**src/source/sw_config.svh**
```systemverilog
`ifndef SW_CONFIG_SVH
`define SW_CONFIG_SVH

// array size, one cell per query base
`define SW_QUERY_LENGTH 16

// width of every H, E, F and max value
`define SW_SCORE_WIDTH 11

// scoring, mismatch and gaps are subtracted
`define SW_MATCH      2
`define SW_MISMATCH   1
`define SW_GAP_OPEN   3 // includes the first gap position
`define SW_GAP_EXTEND 1

`endif
```
**src/source/sw_pkg.sv**
```systemverilog
`include "sw_config.svh"

package sw_pkg;

  // 2-bit nucleotide codes as carried in i_data[1:0]
  typedef enum logic [1:0] {
    BASE_A = 2'd0,
    BASE_C = 2'd1,
    BASE_G = 2'd2,
    BASE_T = 2'd3
  } t_base;

  // stream control phases
  typedef enum logic [1:0] {
    STATE_RST  = 2'd0, // idle, waiting for i_conf
    STATE_REQ  = 2'd1, // query load
    STATE_RUN  = 2'd2, // database stream
    STATE_DONE = 2'd3  // drain and score output
  } t_state;

  // scores never go below zero
  typedef logic [`SW_SCORE_WIDTH-1:0] t_score;

endpackage : sw_pkg

```
**src/source/sw_top_affine.sv**
```systemverilog
`timescale 1ns/1ps

module sw_top_affine
  import sw_pkg::*;
(
  input  logic        clk,
  input  logic        rst,
  input  logic        i_conf,
  input  logic [31:0] i_count,
  input  logic [7:0]  i_data,
  input  logic        i_valid,
  output logic [7:0]  o_data,
  output logic        o_valid
);

  logic   query_load;
  t_base  query_base;
  logic   db_valid;
  t_base  db_base;
  logic   db_first;
  logic   db_last;
  logic   done;
  t_score max_score;
  logic   sent;

  sw_stream_ctrl u_decode (
    .clk          (clk),
    .rst          (rst),
    .i_conf       (i_conf),
    .i_count      (i_count),
    .i_data       (i_data),
    .i_valid      (i_valid),
    .i_sent       (sent),
    .o_query_load (query_load),
    .o_query_base (query_base),
    .o_db_valid   (db_valid),
    .o_db_base    (db_base),
    .o_db_first   (db_first),
    .o_db_last    (db_last)
  );

  sw_array u_execute (
    .clk          (clk),
    .rst          (rst),
    .i_query_load (query_load),
    .i_query_base (query_base),
    .i_db_valid   (db_valid),
    .i_db_base    (db_base),
    .i_db_first   (db_first),
    .i_db_last    (db_last),
    .o_done       (done),
    .o_max_score  (max_score)
  );

  sw_score_out u_result (
    .clk         (clk),
    .rst         (rst),
    .i_done      (done),
    .i_max_score (max_score),
    .o_data      (o_data),
    .o_valid     (o_valid),
    .o_sent      (sent)
  );

endmodule : sw_top_affine

```
**src/source/sw_score_out.sv**
```systemverilog
`timescale 1ns/1ps

module sw_score_out
  import sw_pkg::*;
(
  input  logic       clk,
  input  logic       rst,
  input  logic       i_done,
  input  t_score     i_max_score,
  output logic [7:0] o_data,
  output logic       o_valid,
  output logic       o_sent
);

  logic [7:0] hi_q;     // upper score bits waiting for the second slot
  logic       second_q; // second byte goes out this cycle

  // low byte the cycle after i_done, high byte right behind it
  always_ff @(posedge clk) begin
    if (rst) begin
      o_valid  <= 1'b0;
      o_sent   <= 1'b0;
      second_q <= 1'b0;
    end else begin
      o_valid  <= i_done | second_q;
      o_sent   <= second_q;
      second_q <= i_done;
    end
  end

  always_ff @(posedge clk) begin
    if (i_done) begin
      o_data <= i_max_score[7:0];
      hi_q   <= 8'(i_max_score >> 8); // zero-extended upper bits
    end else if (second_q) begin
      o_data <= hi_q;
    end
  end

  a_two_bytes : assert property (@(posedge clk) disable iff (rst)
    o_valid ##1 o_valid |=> !o_valid)
    else $error("more than two output bytes in a row");

endmodule : sw_score_out

```
**src/source/sw_stream_ctrl.sv**
```systemverilog
`timescale 1ns/1ps
`include "sw_config.svh"

module sw_stream_ctrl
  import sw_pkg::*;
(
  input  logic        clk,
  input  logic        rst,
  input  logic        i_conf,
  input  logic [31:0] i_count,
  input  logic [7:0]  i_data,
  input  logic        i_valid,
  input  logic        i_sent,
  output logic        o_query_load,
  output t_base       o_query_base,
  output logic        o_db_valid,
  output t_base       o_db_base,
  output logic        o_db_first,
  output logic        o_db_last
);

  localparam int QL = `SW_QUERY_LENGTH;
  localparam int QW = $clog2(QL);

  t_state        state;
  logic [QW-1:0] query_cnt;
  logic [31:0]   db_remain;     // database bases still to come
  logic          db_first_pend; // next database base is the first one
  t_base         base_q;

  always_ff @(posedge clk) begin
    if (rst) begin
      state         <= STATE_RST;
      query_cnt     <= '0;
      db_remain     <= '0;
      db_first_pend <= 1'b0;
      o_query_load  <= 1'b0;
      o_db_valid    <= 1'b0;
    end else begin
      o_query_load <= 1'b0;
      o_db_valid   <= 1'b0;
      case (state)
        STATE_RST: if (i_conf) begin
          state         <= STATE_REQ;
          db_remain     <= i_count;
          query_cnt     <= '0;
          db_first_pend <= 1'b1;
        end
        STATE_REQ: if (i_valid) begin
          o_query_load <= 1'b1;
          query_cnt    <= query_cnt + 1'b1;
          if (query_cnt == QW'(QL - 1)) state <= STATE_RUN;
        end
        STATE_RUN: if (i_valid) begin
          o_db_valid    <= 1'b1;
          db_first_pend <= 1'b0;
          db_remain     <= db_remain - 32'd1;
          if (db_remain == 32'd1) state <= STATE_DONE;
        end
        STATE_DONE: if (i_sent) state <= STATE_RST; // bytes here are dropped
        default: state <= STATE_RST;
      endcase
    end
  end

  always_ff @(posedge clk) begin
    if (i_valid) begin
      base_q     <= t_base'(i_data[1:0]);
      o_db_first <= db_first_pend;
      o_db_last  <= (db_remain == 32'd1);
    end
  end

  assign o_query_base = base_q;
  assign o_db_base    = base_q;

  a_run_has_bases : assert property (@(posedge clk) disable iff (rst)
    (state == STATE_RUN) |-> (db_remain != 32'd0))
    else $error("database phase entered with a zero base count");

  a_conf_when_idle : assert property (@(posedge clk) disable iff (rst)
    i_conf |-> (state == STATE_RST))
    else $error("configuration strobe while a job was still running");

endmodule : sw_stream_ctrl

```
**src/source/sw_array.sv**
```systemverilog
`timescale 1ns/1ps
`include "sw_config.svh"

module sw_array
  import sw_pkg::*;
(
  input  logic   clk,
  input  logic   rst,
  input  logic   i_query_load,
  input  t_base  i_query_base,
  input  logic   i_db_valid,
  input  t_base  i_db_base,
  input  logic   i_db_first,
  input  logic   i_db_last,
  output logic   o_done,
  output t_score o_max_score
);

  localparam int QL = `SW_QUERY_LENGTH;

  // index k is the input of cell k, index QL is the end of the chain
  t_base  query_chain [0:QL];
  logic   valid_chain [0:QL];
  t_base  base_chain  [0:QL];
  logic   first_chain [0:QL];
  logic   last_chain  [0:QL];
  t_score h_chain     [0:QL];
  t_score f_chain     [0:QL]; // vertical gap state

  t_score max_q;
  t_score cycle_max;
  logic   chain_busy; // some cell output carries a database base

  // query goes in last base first, so cell 0 ends up with the first query base
  assign query_chain[0] = i_query_base;
  assign valid_chain[0] = i_db_valid;
  assign base_chain[0]  = i_db_base;
  assign first_chain[0] = i_db_first;
  assign last_chain[0]  = i_db_last;
  assign h_chain[0]     = '0;
  assign f_chain[0]     = '0;

  for (genvar k = 0; k < QL; k++) begin : g_cell
    sw_cell u_cell (
      .clk          (clk),
      .rst          (rst),
      .i_query_load (i_query_load),
      .i_query_base (query_chain[k]),
      .i_valid      (valid_chain[k]),
      .i_base       (base_chain[k]),
      .i_first      (first_chain[k]),
      .i_last       (last_chain[k]),
      .i_h_left     (h_chain[k]),
      .i_f_left     (f_chain[k]),
      .o_query_base (query_chain[k+1]),
      .o_valid      (valid_chain[k+1]),
      .o_base       (base_chain[k+1]),
      .o_first      (first_chain[k+1]),
      .o_last       (last_chain[k+1]),
      .o_h          (h_chain[k+1]),
      .o_f          (f_chain[k+1])
    );
  end

  always_comb begin
    cycle_max  = max_q; // includes this cycle's cell outputs
    chain_busy = 1'b0;
    for (int k = 1; k <= QL; k++) begin
      if (valid_chain[k]) begin
        chain_busy = 1'b1;
      end
      if (valid_chain[k] && (h_chain[k] > cycle_max)) begin
        cycle_max = h_chain[k];
      end
    end
  end

  always_ff @(posedge clk) begin
    if (rst) begin
      max_q <= '0;
    end else if (i_db_valid && i_db_first) begin
      max_q <= '0; // the previous job has left the array by now
    end else begin
      max_q <= cycle_max;
    end
  end

  assign o_max_score = cycle_max;
  assign o_done      = valid_chain[QL] & last_chain[QL];

  a_clear_when_drained : assert property (@(posedge clk) disable iff (rst)
    (i_db_valid && i_db_first) |-> !chain_busy)
    else $error("max score cleared while a job was still in the array");

endmodule : sw_array

```
**src/source/sw_cell.sv**
```systemverilog
`timescale 1ns/1ps
`include "sw_config.svh"

module sw_cell
  import sw_pkg::*;
(
  input  logic   clk,
  input  logic   rst,
  input  logic   i_query_load,
  input  t_base  i_query_base,
  input  logic   i_valid,
  input  t_base  i_base,
  input  logic   i_first,
  input  logic   i_last,
  input  t_score i_h_left,
  input  t_score i_f_left,
  output t_base  o_query_base,
  output logic   o_valid,
  output t_base  o_base,
  output logic   o_first,
  output logic   o_last,
  output t_score o_h,
  output t_score o_f
);

  localparam t_score MATCH    = t_score'(`SW_MATCH);
  localparam t_score MISMATCH = t_score'(`SW_MISMATCH);
  localparam t_score GAP_OPEN = t_score'(`SW_GAP_OPEN);
  localparam t_score GAP_EXT  = t_score'(`SW_GAP_EXTEND);

  t_base  query_q;
  t_score h_q;    // own H, previous database base
  t_score e_q;    // own E, previous database base
  t_score diag_q; // left H, previous database base
  t_score f_q;

  t_score h_prev;
  t_score e_prev;
  t_score diag;
  t_score sub_score;
  t_score e_new;
  t_score f_new;
  t_score h_new;

  function automatic t_score sat_sub(input t_score a, input t_score b);
    return (a > b) ? t_score'(a - b) : '0;
  endfunction

  function automatic t_score max2(input t_score a, input t_score b);
    return (a > b) ? a : b;
  endfunction

  always_comb begin
    h_prev = i_first ? '0 : h_q; // new job starts from an empty column
    e_prev = i_first ? '0 : e_q;
    diag   = i_first ? '0 : diag_q;
    if (i_base == query_q) begin
      sub_score = t_score'(diag + MATCH);
    end else begin
      sub_score = sat_sub(diag, MISMATCH);
    end
    e_new = max2(sat_sub(h_prev, GAP_OPEN), sat_sub(e_prev, GAP_EXT));
    f_new = max2(sat_sub(i_h_left, GAP_OPEN), sat_sub(i_f_left, GAP_EXT));
    h_new = max2(max2(sub_score, e_new), f_new); // zero floor comes from sat_sub
  end

  always_ff @(posedge clk) begin
    if (i_query_load) begin
      query_q <= i_query_base; // shift register along the chain
    end
    if (i_valid) begin
      h_q     <= h_new;
      e_q     <= e_new;
      f_q     <= f_new;
      diag_q  <= i_h_left;
      o_base  <= i_base;
      o_first <= i_first;
      o_last  <= i_last;
    end
  end

  always_ff @(posedge clk) begin
    if (rst) begin
      o_valid <= 1'b0;
    end else begin
      o_valid <= i_valid;
    end
  end

  assign o_query_base = query_q;
  assign o_h          = h_q;
  assign o_f          = f_q;

endmodule : sw_cell

```
**config.mk**
```make
export PLATFORM = sky130hd
export DESIGN_NAME = sw_top_affine
export DESIGN_NICKNAME = d
export VERILOG_FILES = /design/src/source/sw_pkg.sv /design/src/source/sw_top_affine.sv /design/src/source/sw_score_out.sv /design/src/source/sw_stream_ctrl.sv /design/src/source/sw_array.sv /design/src/source/sw_cell.sv
export VERILOG_INCLUDE_DIRS = /design/src /design/src/source
export SDC_FILE = /design/constraint.sdc
export NUM_CORES = 2
export LEC_CHECK = 0
export ABC_CLOCK_PERIOD_IN_PS = 91400
export BUFFER_PORTS_ARGS = -buffer_cell sky130_fd_sc_hd__buf_2
export CELL_PAD_IN_SITES_DETAIL_PLACEMENT = 1
export CELL_PAD_IN_SITES_GLOBAL_PLACEMENT = 1
export CORE_MARGIN = 3
export CORE_UTILIZATION = 55
export DETAILED_ROUTE_END_ITERATION = 10
export PLACE_DENSITY = 0.95
export SYNTH_ARGS = -nofsm -noshare
export SYNTH_HDL_FRONTEND = slang
export SYNTH_HIERARCHICAL = 1
export SYNTH_SLANG_ARGS = --single-unit
```
**constraint.sdc**
```tcl
create_clock -name clk -period 91.4 [get_ports clk]
set_input_delay 27.42 -clock clk [delete_from_list [all_inputs] [get_ports clk]]
set_output_delay 27.42 -clock clk [all_outputs]
set_load 0.05 [all_outputs]
```
==> results.yml <==
pwr:
  power.internal_w: 0.000841
  power.leakage_nw: 40.3
  switching_share: 0.328
  seqPwrFrac: 0.372
  power.share.combinational: 0.243
  ir_worst_vdd_mv: 0.0225
  power.net_switching_w: 0.000410
  power.density_mw_per_mm2: 12.6
  clock_power_share: 0.385
place:
  hpwl_microns: 250000
  numPortBuffers: 46
  globalplace.congestion: 0.987
setup_path:
  reg2reg_launch_point: "u_execute/g_cell[0].u_cell/o_h[9]$_DFFE_PP_"
  critical_path.startpoint: "u_execute/g_cell[0].u_cell/o_h[9]$_DFFE_PP_"
  crit_type: "reg -> reg"
  worstRegToRegCells: 168
  critPathSlowestCell: "sky130_fd_sc_hd__a31oi_1"
  cp.required_ns: 91.93
  worst_reg2reg_setup_slack_ns: 46.93
  timing.critical_path.to_type: "register"
  worstPathMaxFanout: 35
  timing.rr.end: "u_execute/max_q[4]$_SDFF_PP0_"
  timing.critical_path.from_type: "register"
  worst_ep_arrival_time_ns: 45.00
  critPathMostFrequentCell: "sky130_fd_sc_hd__o21ai_0"
  critical_path.max_stage_delay_ns: 0.97
cts:
  root_buffer: "sky130_fd_sc_hd__clkbuf_16"
  number_of_setup_buffers_added_after_cts: 0
  cts_htree_levels: 3
  hold_buffers: 0
  cts_tree: "yes"
  cts_num_sinks: 872
  clk_pin_slew_worst_paths_ns: 0.07
  tritoncts_buffer_count: 110
  clock_latency_ns: 0.79
  cts-resized-gates: 0
  clk_path_buf_depth: 3
floorplan:
  initial_core_util: 0.556
  dieWidth_microns: 418
  die_height_microns: 418
  row_count: 150
  fp.dieArea_sq_mm: 0.174
  number_of_primary_i_o_pins: 53
  core_area_sq_mm: 0.168
grt:
  grt_antenna_before_repair: 5
  overflow: 0
  grt_max_degree: 55
  first_pass_grt_wire_length_microns: 541000
  grt_util_all_layers: 0.381
  grt_pass1_vias: 97983
logic_synthesis:
  synth_area_per_cell_sq_um: 8.46
  postSynthCellCount: 11022
  mappedNetlistArea_sq_mm: 0.0932
  yosys_warnings: 6
routing:
  remaining_drc_errors: 0
  drt-wirelength-per-cell_microns: 26.1
  drt_first_pass_iters: 7
  num_vias: 93784
  post_dr_vias_cell: 7.09
  detail-route-antenna-nets: 0
  finalWirelength_microns: 346000
  detailedRoute.firstIterationViolations: 8991
timing:
  final_min_period_over_clock_period: 0.487
  final-max-slew-violation-count: 0
  worst_slew_margin_rel: 0.112
  post_route_clock_skew_ns: 0.0492
  setup_viol_count_final: 0
  rsz0062_at_grt: "false"
  worstMarginPinSlew_ns: 1.33
  finalHoldViolCount: 0
  post_route_setup_tns_ns: 0
  final_period_minus_worst_setup_slack_ns: 44.47
  clock.fmax_mhz: 22.5
  hold_ws_ns: 0.420
flow_run:
  maxCapViolCount: 0
layout:
  fin_nets: 11995
  final_layout_size_suffix_gt1_frac: 0.0663
  sequential_cell_area_sq_mm: 0.0255
  multi_input_logic_area_sq_mm: 0.0626
  area_delta_synth_final_pct: 6.56
  fillerInstances: 19775
outcome:
  result_of_the_run: "finished, final reports clean"
worst_hold_path:
  worstHoldStart: "u_execute/g_cell[3].u_cell/o_last$_DFFE_PP_"
  worstHoldPathType: "reg -> reg"
  worst_hold_path.endpoint: "u_execute/g_cell[4].u_cell/o_last$_DFFE_PP_"
  worst_hold_path.num_cells: 0
state kept, by name (all words and copies together), names as in the netlist:
register / flops
u_result/o_valid: 1
u_execute/g_cell.u_cell/o_first: 15
u_result/hi_q: 3
u_decode/o_db_base: 2
u_execute/g_cell.u_cell/o_base: 30
u_decode/state: 2
u_decode/query_cnt: 4
u_execute/g_cell.u_cell/o_h: 176
u_result/o_sent: 1
u_execute/max_q: 11
u_result/o_data: 8
u_execute/g_cell.u_cell/e_q: 176
u_decode/o_db_first: 1
u_decode/db_remain: 32
u_execute/g_cell.u_cell/diag_q: 176
u_decode/o_db_last: 1
u_decode/o_db_valid: 1
u_decode/o_query_load: 1
u_execute/g_cell.u_cell/o_query_base: 32
u_decode/db_first_pend: 1
u_result/second_q: 1
u_execute/g_cell.u_cell/o_valid: 16
u_execute/g_cell.u_cell/o_last: 16
u_execute/g_cell.u_cell/o_f: 165
stage by stage:
| step | cells | instance area [sq um] | setup WS [ns] | util | power [W] |
|---|---|---|---|---|---|
| after global placement | 13021 | 95500 | 51.73 | 0.569 | 0.000733 |
| after detailed placement | 13021 | 95500 | 48.84 | 0.569 | 0.000756 |
| after CTS | 13228 | 99300 | 48.26 | 0.592 | 0.00124 |
| after global routing | 13230 | 99300 | 44.05 | 0.592 | 0.00130 |
| final | 13231 | 99300 | 46.93 | 0.592 | 0.00125 |
| after floorplan | 11125 | 93600 | 57.20 | - | 0.000675 |
metal layers:
layer | part of all wire | up-vias | global-route usage | wire [microns]
li1 | - | 41462 | - | -
met1 | 0.37 | 45854 | 0.429 | 128000
met3 | 0.074 | 1659 | 0.0653 | 25600
met2 | 0.48 | 4805 | 0.658 | 166000
met5 | 0.000072 | - | 0 | 25
met4 | 0.076 | 4 | 0.258 | 26200
how the worst max path moves through the flow:
| stage | end | cells after the start | slack, ns |
|---|---|---|---|
| after global routing | u_execute/max_q[4]$_SDFF_PP0_ | 169 | 44.05 |
| after CTS | u_execute/max_q[0]$_SDFF_PP0_ | 169 | 48.26 |
| after global placement | u_execute/max_q[4]$_SDFF_PP0_ | 169 | 51.73 |
| final | u_execute/max_q[4]$_SDFF_PP0_ | 168 | 46.93 |
| after detailed placement | u_execute/max_q[0]$_SDFF_PP0_ | 171 | 48.84 |
| after floorplan | u_result/o_data[0]$_DFFE_PP_ | 179 | 57.20 |
worst max-delay path, delay by kind of cell (launching register included):
family | cells | cell delay [ns]
buffers and inverters | 11 | 1.72
adder cells (fa/ha/maj) | 17 | 5.53
AO/OA/AOI/OAI | 78 | 21.71
flip-flops | 1 | 0.64
multiplexers | 5 | 2.22
AND/OR/NAND/NOR | 57 | 12.30
power groups by stage:
stage                     Combinational [W]  Sequential (W)  Clock (W)
after global routing               0.000329        0.000466   0.000501
after CTS                          0.000292        0.000464   0.000485
after global placement             0.000263        0.000470          0
final                              0.000305        0.000465   0.000482
after floorplan                    0.000208        0.000467          0
after detailed placement           0.000284        0.000472          0
cell type report:
cell class                 count  share of cell area
sequential                   872               0.257
inverter                    1019              0.0385
multi-input combinational   8804               0.630
tap                         2204              0.0278
clock inverter                66             0.00850
antenna                        3           0.0000756
timing repair buffer         122             0.00809
clock buffer                 141              0.0304
placed cells by master (no fill, tap or decap), types with 119 or more instances in the layout:
| cell type | n |
|---|---|
| sky130_fd_sc_hd__a211oi_1 | 210 |
| sky130_fd_sc_hd__a21o_1 | 119 |
| sky130_fd_sc_hd__a21oi_1 | 752 |
| sky130_fd_sc_hd__edfxtp_1 | 801 |
| sky130_fd_sc_hd__ha_1 | 1022 |
| sky130_fd_sc_hd__inv_1 | 1016 |
| sky130_fd_sc_hd__mux2i_1 | 298 |
| sky130_fd_sc_hd__nand2_1 | 744 |
| sky130_fd_sc_hd__nand2b_1 | 123 |
| sky130_fd_sc_hd__nand3_1 | 318 |
| sky130_fd_sc_hd__nand4_1 | 161 |
| sky130_fd_sc_hd__nor2_1 | 800 |
| sky130_fd_sc_hd__nor2b_1 | 162 |
| sky130_fd_sc_hd__nor3_1 | 430 |
| sky130_fd_sc_hd__nor4_1 | 240 |
| sky130_fd_sc_hd__o211ai_1 | 138 |
| sky130_fd_sc_hd__o21ai_0 | 431 |
| sky130_fd_sc_hd__o22ai_1 | 203 |
| sky130_fd_sc_hd__o31ai_1 | 173 |
| sky130_fd_sc_hd__or4_1 | 133 |
| sky130_fd_sc_hd__xnor2_1 | 235 |
| sky130_fd_sc_hd__xor2_1 | 189 |
Note: power is estimated with default switching activity, not from simulation.
